`src/logic/orientation_pkg.sv`:
```
package orientation_pkg;

	////////////////////////////////////////////////////////////////////////////
	// widths and counts
	////////////////////////////////////////////////////////////////////////////

	// polar input word, angle index on top
	localparam int theta_w  = 4;
	localparam int radius_w = 8;

	// signed cartesian coordinate, 255 * 256 plus sign
	localparam int coord_w  = 18;
	// one extra bit for final minus original
	localparam int diff_w   = 19;

	// orientation code 0..23
	localparam int orient_w = 5;

	localparam int n_theta  = 12;
	localparam int n_bound  = 6;
	localparam int n_orient = 24;
	// code offset of the negative x axis
	localparam int half_orient = n_orient / 2;

	// table entry widths
	localparam int tab_w = 10;
	localparam int bnd_w = 9;

	// magnitude of a difference, sign dropped
	localparam int mag_w  = diff_w - 1;
	// cross product of a magnitude and a boundary entry
	localparam int prod_w = mag_w + bnd_w;
	// sector count 0..6 and boundary index 0..5
	localparam int sect_w = 3;

	////////////////////////////////////////////////////////////////////////////
	// trig tables, scaled by 256
	////////////////////////////////////////////////////////////////////////////

	// cos and sin of 15k degrees, k = 0..11
	localparam logic signed [tab_w-1:0] cos_tab [n_theta] = '{
		10'sd256, 10'sd247, 10'sd222, 10'sd181, 10'sd128, 10'sd66,
		10'sd0, -10'sd66, -10'sd128, -10'sd181, -10'sd222, -10'sd247
	};
	localparam logic signed [tab_w-1:0] sin_tab [n_theta] = '{
		10'sd0, 10'sd66, 10'sd128, 10'sd181, 10'sd222, 10'sd247,
		10'sd256, 10'sd247, 10'sd222, 10'sd181, 10'sd128, 10'sd66
	};

	// sector edges at 7.5 + 15j degrees, first quadrant only
	localparam logic [bnd_w-1:0] bound_cos [n_bound] = '{
		9'd254, 9'd237, 9'd203, 9'd156, 9'd98, 9'd33
	};
	localparam logic [bnd_w-1:0] bound_sin [n_bound] = '{
		9'd33, 9'd98, 9'd156, 9'd203, 9'd237, 9'd254
	};

	////////////////////////////////////////////////////////////////////////////
	// point types
	////////////////////////////////////////////////////////////////////////////

	typedef struct packed {
		logic [theta_w-1:0]  theta_idx;
		logic [radius_w-1:0] radius;
	} polar_pt_t;

	typedef struct packed {
		logic signed [coord_w-1:0] x;
		logic signed [coord_w-1:0] y;
	} cart_pt_t;

	typedef struct packed {
		logic signed [diff_w-1:0] dx;
		logic signed [diff_w-1:0] dy;
	} diff_vec_t;

endpackage

```
`src/logic/heading_quantizer.sv`:
```
`timescale 1ns/1ps

module heading_quantizer (
	input  logic                                 clock,
	input  logic                                 rst_n,
	input  logic                                 start,
	input  orientation_pkg::diff_vec_t           vec,
	output logic                                 ready,
	output logic [orientation_pkg::orient_w-1:0] code
);
	import orientation_pkg::*;

	// absolute values of the incoming vector
	logic [mag_w-1:0]  abs_dx;
	logic [mag_w-1:0]  abs_dy;
	// latched search operands
	logic [mag_w-1:0]  mag_x;
	logic [mag_w-1:0]  mag_y;
	logic              neg_x;
	logic              neg_y;
	// search control
	logic              busy;
	logic [sect_w-1:0] bnd_idx;
	// cross products for the current boundary
	logic [prod_w-1:0] lhs;
	logic [prod_w-1:0] rhs;
	logic              crossed;
	logic              last_bnd;
	// sector count once the search ends
	logic [sect_w-1:0] sector;

	// fold sector and quadrant into the 0..23 code
	function automatic logic [orient_w-1:0] sector_code(
		input logic [sect_w-1:0] s,
		input logic              nx,
		input logic              ny
	);
		logic [orient_w-1:0] s_ext;
		logic [orient_w-1:0] result;
		s_ext = orient_w'(s);
		case ({nx, ny})
			// Q0 counts up from the x axis
			2'b00: result = s_ext;
			// Q1 counts down from 180
			2'b10: result = orient_w'(half_orient) - s_ext;
			// Q2 counts up from 180
			2'b11: result = orient_w'(half_orient) + s_ext;
			// Q3 counts down from 360, which wraps to 0
			default: result = (s_ext == '0) ? '0 : orient_w'(n_orient) - s_ext;
		endcase
		return result;
	endfunction

	////////////////////////////////////////////////////////////////////////////
	// operand capture
	////////////////////////////////////////////////////////////////////////////

	// max |diff| is 130560, fits in mag_w
	assign abs_dx = vec.dx[diff_w-1] ? mag_w'(-vec.dx) : mag_w'(vec.dx);
	assign abs_dy = vec.dy[diff_w-1] ? mag_w'(-vec.dy) : mag_w'(vec.dy);

	always_ff @(posedge clock) begin
		if (start) begin
			mag_x <= abs_dx;
			mag_y <= abs_dy;
			// zero counts as non-negative
			neg_x <= vec.dx[diff_w-1];
			neg_y <= vec.dy[diff_w-1];
		end
	end

	////////////////////////////////////////////////////////////////////////////
	// boundary test
	////////////////////////////////////////////////////////////////////////////

	// angle above edge j when |dy| cos >= |dx| sin
	assign lhs = mag_y * bound_cos[bnd_idx];
	assign rhs = mag_x * bound_sin[bnd_idx];
	assign crossed = lhs >= rhs;
	assign last_bnd = bnd_idx == sect_w'(n_bound - 1);

	// past the last edge means sector 6
	assign sector = crossed ? sect_w'(n_bound) : bnd_idx;

	////////////////////////////////////////////////////////////////////////////
	// search sequencing
	////////////////////////////////////////////////////////////////////////////

	// one edge per clock, stop at first miss
	always_ff @(posedge clock or negedge rst_n) begin
		if (!rst_n) begin
			busy    <= 1'b0;
			bnd_idx <= '0;
			ready   <= 1'b0;
			code    <= '0;
		end else begin
			ready <= 1'b0;
			if (start) begin
				busy    <= 1'b1;
				bnd_idx <= '0;
			end else if (busy) begin
				if (crossed && !last_bnd) begin
					bnd_idx <= bnd_idx + 1'b1;
				end else begin
					// latency 1..6 from the latch edge
					busy  <= 1'b0;
					ready <= 1'b1;
					code  <= sector_code(sector, neg_x, neg_y);
				end
			end
		end
	end

endmodule

```
`src/logic/orientation_math.sv`:
```
`timescale 1ns/1ps

module orientation_math (
	input  logic                                 clock,
	input  logic                                 rst_n,
	input  logic                                 enable,
	input  orientation_pkg::polar_pt_t           r_theta_original,
	input  orientation_pkg::polar_pt_t           r_theta_final,
	output logic                                 done,
	output logic [orientation_pkg::orient_w-1:0] orientation
);
	import orientation_pkg::*;

	typedef enum logic [1:0] {
		st_idle,
		st_convert,
		st_diff,
		st_search
	} state_t;

	state_t              state;
	// enable seen while idle
	logic                take;
	// captured points
	polar_pt_t           orig_q;
	polar_pt_t           final_q;
	// converted points one clock behind the capture
	cart_pt_t            xy_orig;
	cart_pt_t            xy_final;
	// difference vector and quantizer handshake
	diff_vec_t           diff_q;
	logic                start_q;
	logic                q_ready;
	logic [orient_w-1:0] q_code;

	// busy block drops a stray enable
	assign take = (state == st_idle) && enable;

	////////////////////////////////////////////////////////////////////////////
	// datapath
	////////////////////////////////////////////////////////////////////////////

	always_ff @(posedge clock) begin
		if (take) begin
			orig_q  <= r_theta_original;
			final_q <= r_theta_final;
		end
		// final minus original sign extended by one bit
		if (state == st_diff) begin
			diff_q.dx <= {xy_final.x[coord_w-1], xy_final.x}
				- {xy_orig.x[coord_w-1], xy_orig.x};
			diff_q.dy <= {xy_final.y[coord_w-1], xy_final.y}
				- {xy_orig.y[coord_w-1], xy_orig.y};
		end
	end

	polar_to_cart u_cart_orig (
		.clock (clock),
		.rst_n (rst_n),
		.pt    (orig_q),
		.xy    (xy_orig)
	);

	polar_to_cart u_cart_final (
		.clock (clock),
		.rst_n (rst_n),
		.pt    (final_q),
		.xy    (xy_final)
	);

	heading_quantizer u_heading_quantizer (
		.clock (clock),
		.rst_n (rst_n),
		.start (start_q),
		.vec   (diff_q),
		.ready (q_ready),
		.code  (q_code)
	);

	////////////////////////////////////////////////////////////////////////////
	// control FSM
	////////////////////////////////////////////////////////////////////////////

	// capture at 0, cartesian at 1, diff and start at 2, done at 5..10
	always_ff @(posedge clock or negedge rst_n) begin
		if (!rst_n) begin
			state       <= st_idle;
			start_q     <= 1'b0;
			done        <= 1'b0;
			orientation <= '0;
		end else begin
			start_q <= 1'b0;
			done    <= 1'b0;
			case (state)
				st_idle: begin
					if (take) begin
						state <= st_convert;
					end
				end
				// table multiply in flight
				st_convert: state <= st_diff;
				st_diff: begin
					state   <= st_search;
					start_q <= 1'b1;
				end
				st_search: begin
					// result held until the next done
					if (q_ready) begin
						orientation <= q_code;
						done        <= 1'b1;
						state       <= st_idle;
					end
				end
				default: state <= st_idle;
			endcase
		end
	end

endmodule

```
`src/logic/polar_to_cart.sv`:
```
`timescale 1ns/1ps

module polar_to_cart (
	input  logic                       clock,
	input  logic                       rst_n,
	input  orientation_pkg::polar_pt_t pt,
	output orientation_pkg::cart_pt_t  xy
);
	import orientation_pkg::*;

	// index inside the 0..165 degree range
	logic                      idx_ok;
	// table values for this angle
	logic signed [tab_w-1:0]   cos_val;
	logic signed [tab_w-1:0]   sin_val;
	// radius as a positive signed operand
	logic signed [radius_w:0]  rad_s;
	// full products, 255 * 256 still fits
	logic signed [coord_w-1:0] prod_x;
	logic signed [coord_w-1:0] prod_y;

	////////////////////////////////////////////////////////////////////////////
	// table lookup
	////////////////////////////////////////////////////////////////////////////

	// indices 12..15 have no entry
	assign idx_ok = pt.theta_idx < theta_w'(n_theta);

	// invalid angle maps to the origin
	assign cos_val = idx_ok ? cos_tab[pt.theta_idx] : '0;
	assign sin_val = idx_ok ? sin_tab[pt.theta_idx] : '0;

	////////////////////////////////////////////////////////////////////////////
	// scale by radius
	////////////////////////////////////////////////////////////////////////////

	// zero extend so the multiply stays signed
	assign rad_s = $signed({1'b0, pt.radius});

	// no shift, coordinates keep the x256 scale
	assign prod_x = rad_s * cos_val;
	assign prod_y = rad_s * sin_val;

	// result lands one clock after pt
	always_ff @(posedge clock or negedge rst_n) begin
		if (!rst_n) begin
			xy <= '0;
		end else begin
			xy.x <= prod_x;
			xy.y <= prod_y;
		end
	end

endmodule

```
`config.mk`:
```
export PLATFORM = sky130hd
export DESIGN_NAME = orientation_math
export DESIGN_NICKNAME = d
export VERILOG_FILES = /design/src/logic/orientation_pkg.sv /design/src/logic/heading_quantizer.sv /design/src/logic/orientation_math.sv /design/src/logic/polar_to_cart.sv
export SDC_FILE = /design/constraint.sdc
export NUM_CORES = 2
export LEC_CHECK = 0
export BUFFER_PORTS_ARGS = -buffer_cell sky130_fd_sc_hd__buf_2
export CORE_MARGIN = 2
export CORE_UTILIZATION = 30
export CTS_BUF_LIST = sky130_fd_sc_hd__clkbuf_16
export DETAILED_ROUTE_END_ITERATION = 8
export HOLD_SLACK_MARGIN = 0.05
export PLACE_DENSITY = 0.51
export RECOVER_POWER = 25
export REMOVE_ABC_BUFFERS = 1
export SKIP_LAST_GASP = 1
export SLEW_MARGIN = 0
export SYNTH_ARGS = -nofsm -noshare
export SYNTH_HDL_FRONTEND = slang
export SYNTH_SLANG_ARGS = --single-unit
```
`constraint.sdc`:
```
create_clock -name clock -period 18.4 [get_ports clock]
set_input_delay 3.68 -clock clock [delete_from_list [all_inputs] [get_ports clock]]
set_output_delay 3.68 -clock clock [all_outputs]
set_load 0.05 [all_outputs]
```
# Word level (Yosys, flattened, before mapping)

Memory sizes are Yosys's and may differ from the RTL's.
Index checks and enable logic that the tools add are counted.

RAM bits: 0
Memories kept: 6
ROM bits: 784
Input bits: 27
Bits in registers: 191
Logic and storage cells: 109
Latch bits: 0

Memories:

| memory           | words | width | read ports | clocked after Yosys merged registers in | write ports | line                    | RTL |
|---|---|---|---|---|---|---|---|
| (name not given) | 16    | 10    | 1          | 0                                       | 0           | polar_to_cart.sv:30     | `assign cos_val = idx_ok ? cos_tab[pt.theta_idx] : '0;` |
| (name not given) | 16    | 10    | 1          | 0                                       | 0           | polar_to_cart.sv:31     | `assign sin_val = idx_ok ? sin_tab[pt.theta_idx] : '0;` |
| (name not given) | 16    | 10    | 1          | 0                                       | 0           | polar_to_cart.sv:30     |  |
| (name not given) | 16    | 10    | 1          | 0                                       | 0           | polar_to_cart.sv:31     |  |
| (name not given) | 8     | 9     | 1          | 0                                       | 0           | heading_quantizer.sv:78 | `assign rhs = mag_x * bound_sin[bnd_idx];` |
| (name not given) | 8     | 9     | 1          | 0                                       | 0           | heading_quantizer.sv:77 | `assign lhs = mag_y * bound_cos[bnd_idx];` |

Reductions and logical operators: 12
Bitwise gates (word level): 5
Multiplexer cells: 36
Equality and inequality tests: 8
Multiply operators: 6
Add/subtract/negate cells: 8
$lt $le $gt $ge: 6
Shift operators: 0
Div/mod/pow operators: 0

Operators with widths:

| cell                                                               | number |
|---|---|
| 10-bit two-way mux                                                 | 12 |
| 9-bit by 10-bit multiplier with 18-bit output                      | 4 |
| 18-bit by 9-bit multiplier with 27-bit output                      | 2 |
| 18-bit by 18-bit subtractor with 19-bit output                     | 2 |
| 18-bit two-way mux                                                 | 2 |
| 9-bit two-way mux                                                  | 4 |
| 18-bit negator                                                     | 2 |
| 27-bit >= comparator                                               | 1 |
| 5-bit one-hot mux with 3 select lines                              | 1 |
| 3-bit two-way mux                                                  | 4 |
| 5-bit >= comparator (second input constant)                        | 2 |
| 4-bit NOT with 5-bit output                                        | 2 |
| 1-bit two-way mux                                                  | 9 |
| 2-bit == test (second input constant)                              | 4 |
| 4-bit less-than comparator (second input constant)                 | 2 |
| 2-bit one-hot mux with 4 select lines                              | 1 |
| 2-bit AND reduction                                                | 3 |
| 4-bit by 3-bit adder with 5-bit output (first input constant)      | 1 |
| 5-bit two-way mux                                                  | 1 |
| 4-bit by 3-bit subtractor with 5-bit output (first input constant) | 1 |
| 4-bit by 4-bit subtractor with 5-bit output (first input constant) | 1 |
| 4-bit >= comparator (second input constant)                        | 1 |
| 2-bit logical NOT                                                  | 2 |
| 2-bit two-way mux                                                  | 2 |
| other kinds (12)                                                   | 15 |

# Logic depth before layout (Yosys ltp)

Depth in word-level cells: 10
Gate-level depth with buffers: 37

# Cells and area by module

From an unflattened synthesis, not the netlist that was laid out.

Cell total of the unflattened synthesis: 3125
Area total of the unflattened synthesis: 29528.3 sq um

By module, submodules not included:

| module                        | cells each | seq. area each (sq um) | area an instance (sq um) | instances |
|---|---|---|---|---|
| heading_quantizer             | 1342       | 1391.3                 | 12214.2                  | 1 |
| polar_to_cart at u_cart_orig  | 702        | 900.9                  | 6576.3                   | 1 |
| polar_to_cart at u_cart_final | 702        | 900.9                  | 6553.8                   | 1 |
| orientation_math              | 379        | 2087.0                 | 4184.0                   | 1 |

# Worst setup path after synthesis

No wires, ideal clock.

Path kind: register to register
From: reg u_heading_quantizer.bnd_idx[0]
To: reg u_heading_quantizer.code[2] (netlist bit)
Cell stages (with the launch flop): 34
Slack: 10.181 ns
Clock period less this slack: 8.219 ns
Arrival: 8.094 ns
Cells stage by stage: dfrtp_1 -> clkbuf_1 -> inv_1 -> ha_1 -> inv_1 -> o21ai_1 -> clkbuf_1 -> nand2_1 -> fa_1 -> inv_1 -> fa_1 -> fa_1 -> inv_1 -> fa_1 -> inv_1 -> ha_1 -> nand3_1 -> nand2_1 -> o31a_1 -> o31ai_1 -> a211oi_1 -> or4_1 -> a31oi_1 -> xnor2_1 -> ha_1 -> nand4_1 -> nor4_1 -> a211oi_2 -> and2_1 -> ha_1 -> ha_1 -> mux2_2 -> mux2i_1 -> mux2_4

Cells in the longest elaborated chain, start to end: 10

Ends and longest elaborated chain:

| what                                                                                    | line                                             | RTL |
|---|---|---|
| start: declaration                                                                      | heading_quantizer.sv:23                          | `logic [sect_w-1:0] bnd_idx;` |
| start signal: assignment                                                                | heading_quantizer.sv:103                         | `bnd_idx <= bnd_idx + 1'b1;` |
| 3-bit NOT with 4-bit output (not written as such)                                       | heading_quantizer.sv:77, heading_quantizer.sv:78 |  |
| memory read 8 x 9 bit, on equally long branches                                         | -                                                |  |
| 9-bit two-way mux, on equally long branches (2 in series)                               | heading_quantizer.sv:77, heading_quantizer.sv:78 |  |
| 18-bit by 9-bit multiplier with 27-bit output, on equally long branches                 | heading_quantizer.sv:77, heading_quantizer.sv:78 |  |
| 27-bit >= comparator                                                                    | heading_quantizer.sv:79                          | `assign crossed = lhs >= rhs;` |
| 3-bit two-way mux                                                                       | heading_quantizer.sv:83                          | `assign sector = crossed ? sect_w'(n_bound) : bnd_idx;` |
| 4-bit by 4-bit subtractor with 5-bit output / 3-bit logical NOT (equally long branches) | heading_quantizer.sv:49                          | `default: result = (s_ext == '0) ? '0 : orient_w'(n_orient) - s_ext;` |
| 5-bit two-way mux                                                                       | heading_quantizer.sv:49                          |  |
| 5-bit one-hot mux with 3 select lines                                                   | heading_quantizer.sv:41                          | `case ({nx, ny})` |
| end signal: assignment                                                                  | heading_quantizer.sv:108                         | `code <= sector_code(sector, neg_x, neg_y);` |
| end: declaration                                                                        | heading_quantizer.sv:9                           | `output logic [orientation_pkg::orient_w-1:0] code` |

Several ways; a longest one is shown, not always the timed one. The select of a mux whose other input is x is not followed.
A chain may end at the register's enable or synchronous reset.

# Worst setup path after layout

From: reg u_heading_quantizer.bnd_idx[0]
To: reg u_heading_quantizer.code[3] (netlist bit)

Same word-level chain as after synthesis.

==> key figures <==
Status
  – Outcome: complete, but fails checks
  – Failing checks: capacitance limit, slew limit

Critical path
  – Register-to-register path setup slack: 8910 ps
  – Critical Path End Type: flip-flop
  – R2r worst-path depth: 34
  – Kind of start point of the critical path: flip-flop
  – Required @ worst endpoint: 18760 ps
  – Most prevalent standard cell on the critical path: inv_1
  – Library cell contributing the largest single delay on the critical path: dfrtp_1
  – Critical path class: reg2reg
  – End point of the critical path: u_heading_quantizer.code[3]
  – Largest fanout on the critical path: 25
  – Arrival time of the worst setup path: 9850 ps
  – Worst setup startpoint: u_heading_quantizer.bnd_idx[0]
  – Largest stage delay on the critical path: 990 ps
  – R2r endpoint: u_heading_quantizer.code[3]
  – Launch point of the worst reg-to-reg path: u_heading_quantizer.bnd_idx[0]

Timing
  – Setup repair after global routing missed its margin: no
  – Final min period: 9489 ps
  – Hold WS: 496.6 ps
  – Final hold violations: 0
  – Final period utilization: 51.57%
  – Clock skew: 15.96 ps
  – Final Slew Violations: 85
  – Final count of negative-setup-slack endpoints: 0
  – Final sum of negative setup slack: 0 ps
  – Worst-margin pin slew: 1692 ps
  – Headroom to the max-slew limit: -12.82%
  – Post-route worst setup slack: 8911 ps
  – Maximum clock rate: 0.1054 GHz

Clock tree
  – Clock net sink count: 191
  – Max clock buf depth: 2
  – Setup repair bufs after CTS: 0
  – CTS buffer count: 17
  – H-tree levels: 4
  – CTS clk-pin slew, worst paths: 70 ps
  – Root buf cell: clkbuf_16
  – Number of resized instances in the post-cts repair step: 0
  – Count of hold buffers inserted by post-cts repair: 0
  – Worst-Skew Late Latency: 490 ps
  – TritonCTS clock tree: done

Detailed routing
  – Antenna-violating nets left: 0
  – Drt pass-1 iters: 4
  – Total routed wirelength: 60790 um
  – Total number of vias: 19049
  – Iter 0 DRT Violations: 832
  – DRC errors left: 0
  – Via density per instance: 4.427
  – Average wire per standard cell: 14.13 um

Placed design
  – Final estimated routing congestion in global placement: 0.8117
  – Final HPWL DP: 51320 um
  – Count of port buffers added during placement: 32
  – Setup slack after placement: 8917 ps

Die
  – I/O pin cnt: 33
  – DIE AREA: 0.09814 mm2
  – Die height: 313.3 um
  – Area of the core region: 0.09487 mm2
  – Width of the die: 313.3 um
  – FP Rows: 113
  – Effective utilization at floorplan: 30.25%

Synth
  – Synthesized instance count: 3015
  – Syn Area/Cell: 9.517 um2
  – Fraction of synthesized cell area in xor and xnor cells: 4.640%
  – Proportion of netlist area held by the largest area contributor: 28.61%
  – Number of distinct library cells after synthesis: 65
  – Largest area contributor in the synthesized netlist: fa_1
  – Most instantiated flip-flop cell in the synthesis netlist: edfxtp_1
  – Leading cell types by total area after synthesis: fa_1 29%, ha_1 16%, edfxtp_1 10%, inv_1 8.3%, dfrtp_1 7.9%
  – Fraction of registers with async set or reset after synthesis: 47.64%
  – Adder and majority gate portion of the synthesized area: 44.74%
  – Synthesis-stage register bit count: 191
  – Simple-Gate Fraction of Synth Area: 14.83%
  – Syn Std Cell Area: 0.02869 mm2
  – Number of flops mapped to enable cells by yosys: 100
  – Complex-gate fraction of the synthesized area: 7.566%
  – Mux share of post-synthesis cell area: 0.8329%
  – Post-synthesis sequential area ratio: 18.40%
  – Synth Warn #: 0
  – Dominant combinational cell family by area after synthesis: adder cells
  – Commonest cells post-synth: 635 x inv_1, 410 x fa_1, 370 x ha_1
  – Count leader, synth: inv_1

Finish
  – Nets@finish: 3831
  – Fill count: 9882
  – Share of post-route cells with drive strength above 1: 3.359%
  – Area overhead of the layout relative to synthesis: 7.766%

GRT
  – First-pass GRT wire length: 102000 um
  – Vias in the first global route: 19724
  – Residual overflow from global routing: 0
  – Overall fraction of global-route tracks in use: 12.96%
  – Maximum number of pins on one net before global-route repair: 67
  – Antenna violations before repair: 0

Hold path
  – Tightest Hold Check Type: reg2reg

Job
  – Max-capacitance violation count: 2
metrics by stage:
step / area, um2 / utilization, % / instances
floorplan: 28500 / - / 2965
global placement: 30320 / 31.95 / 4270
detailed placement: 30320 / 31.95 / 4270
CTS: 30920 / 32.60 / 4302
global route: 30920 / 32.59 / 4302
finish: 30920 / 32.59 / 4303
sequential cells by signal, summed over array words and instances (netlist names), 5 cells and up:
register,cells
diff_q,38
u_cart_orig.xy,36
orientation,5
u_heading_quantizer.code,5
u_heading_quantizer.mag_y,18
orig_q,12
final_q,12
u_cart_final.xy,36
u_heading_quantizer.mag_x,18
worst min path at each step:
stage                    start                            to  slack, ps  cells past startpoint
finish              diff_q[19]  u_heading_quantizer.mag_x[0]        500                      0
floorplan           diff_q[19]  u_heading_quantizer.mag_x[0]        450                      0
global route         diff_q[0]  u_heading_quantizer.mag_y[0]        520                      0
CTS                 diff_q[19]  u_heading_quantizer.mag_x[0]        500                      0
detailed placement   diff_q[0]  u_heading_quantizer.mag_y[0]        480                      0
global placement     diff_q[0]  u_heading_quantizer.mag_y[0]        480                      0
placed cells by master, fill, tap and decap left out, types with 17 or more instances in the layout:
master	synthesis	routed
edfxtp_1	100	100
nor3_1	28	28
fa_1	410	410
xnor2_1	127	127
nand2b_1	41	41
a21oi_1	100	100
nand2_1	298	298
a21o_1	27	27
o21ai_0	65	65
clkbuf_16	0	17
nand3_1	30	30
inv_1	635	636
nor2_1	103	103
buf_2	0	31
nor2b_1	51	51
and3_1	25	25
xor2_1	25	25
dfrtp_1	91	91
ha_1	370	370
and2_1	221	220
cell families after synthesis:
family,Yosys count
AND/OR/NAND/NOR,847
buffers and inverters,685
XOR/XNOR,152
flip-flops,191
multiplexers,21
AO/OA/AOI/OAI,339
adder cells (fa/ha/maj),780
final cells by class:
class                      instances  area (um2)  share of cell area [%]
multi-input combinational       2139       20840                   67.40
sequential                       191        5280                   17.08
inverter                         635        2384                   7.708
tap                             1265        1583                   5.119
clock buffer                      17       425.4                   1.376
timing repair buffer              40       222.7                  0.7202
clock inverter                    15       182.7                  0.5908
antenna                            1       2.502                0.008093
layer usage:
| layer | vias to the layer above | GRT usage (%) | part of all wire [%] |
|---|---|---|---|
| met5 | - | 0 | 0 |
| met4 | 0 | 2.621 | 1.4 |
| met3 | 38 | 1.925 | 2.9 |
| met2 | 223 | 21.53 | 47 |
| met1 | 9264 | 17.95 | 49 |
| li1 | 9524 | - | - |
critical path: cells and delay by family (launching register included):
kind / cells / cell delay [ps]
AND/OR/NAND/NOR: 6 / 920
buffers and inverters: 6 / 570
adder cells (fa/ha/maj): 9 / 3420
XOR/XNOR: 1 / 140
multiplexers: 2 / 340
flip-flops: 1 / 990
AO/OA/AOI/OAI: 10 / 2930
Power is left out: the tool's default activity adds up to more than one toggle a clock period on the data nets, which glitch-free logic cannot reach.
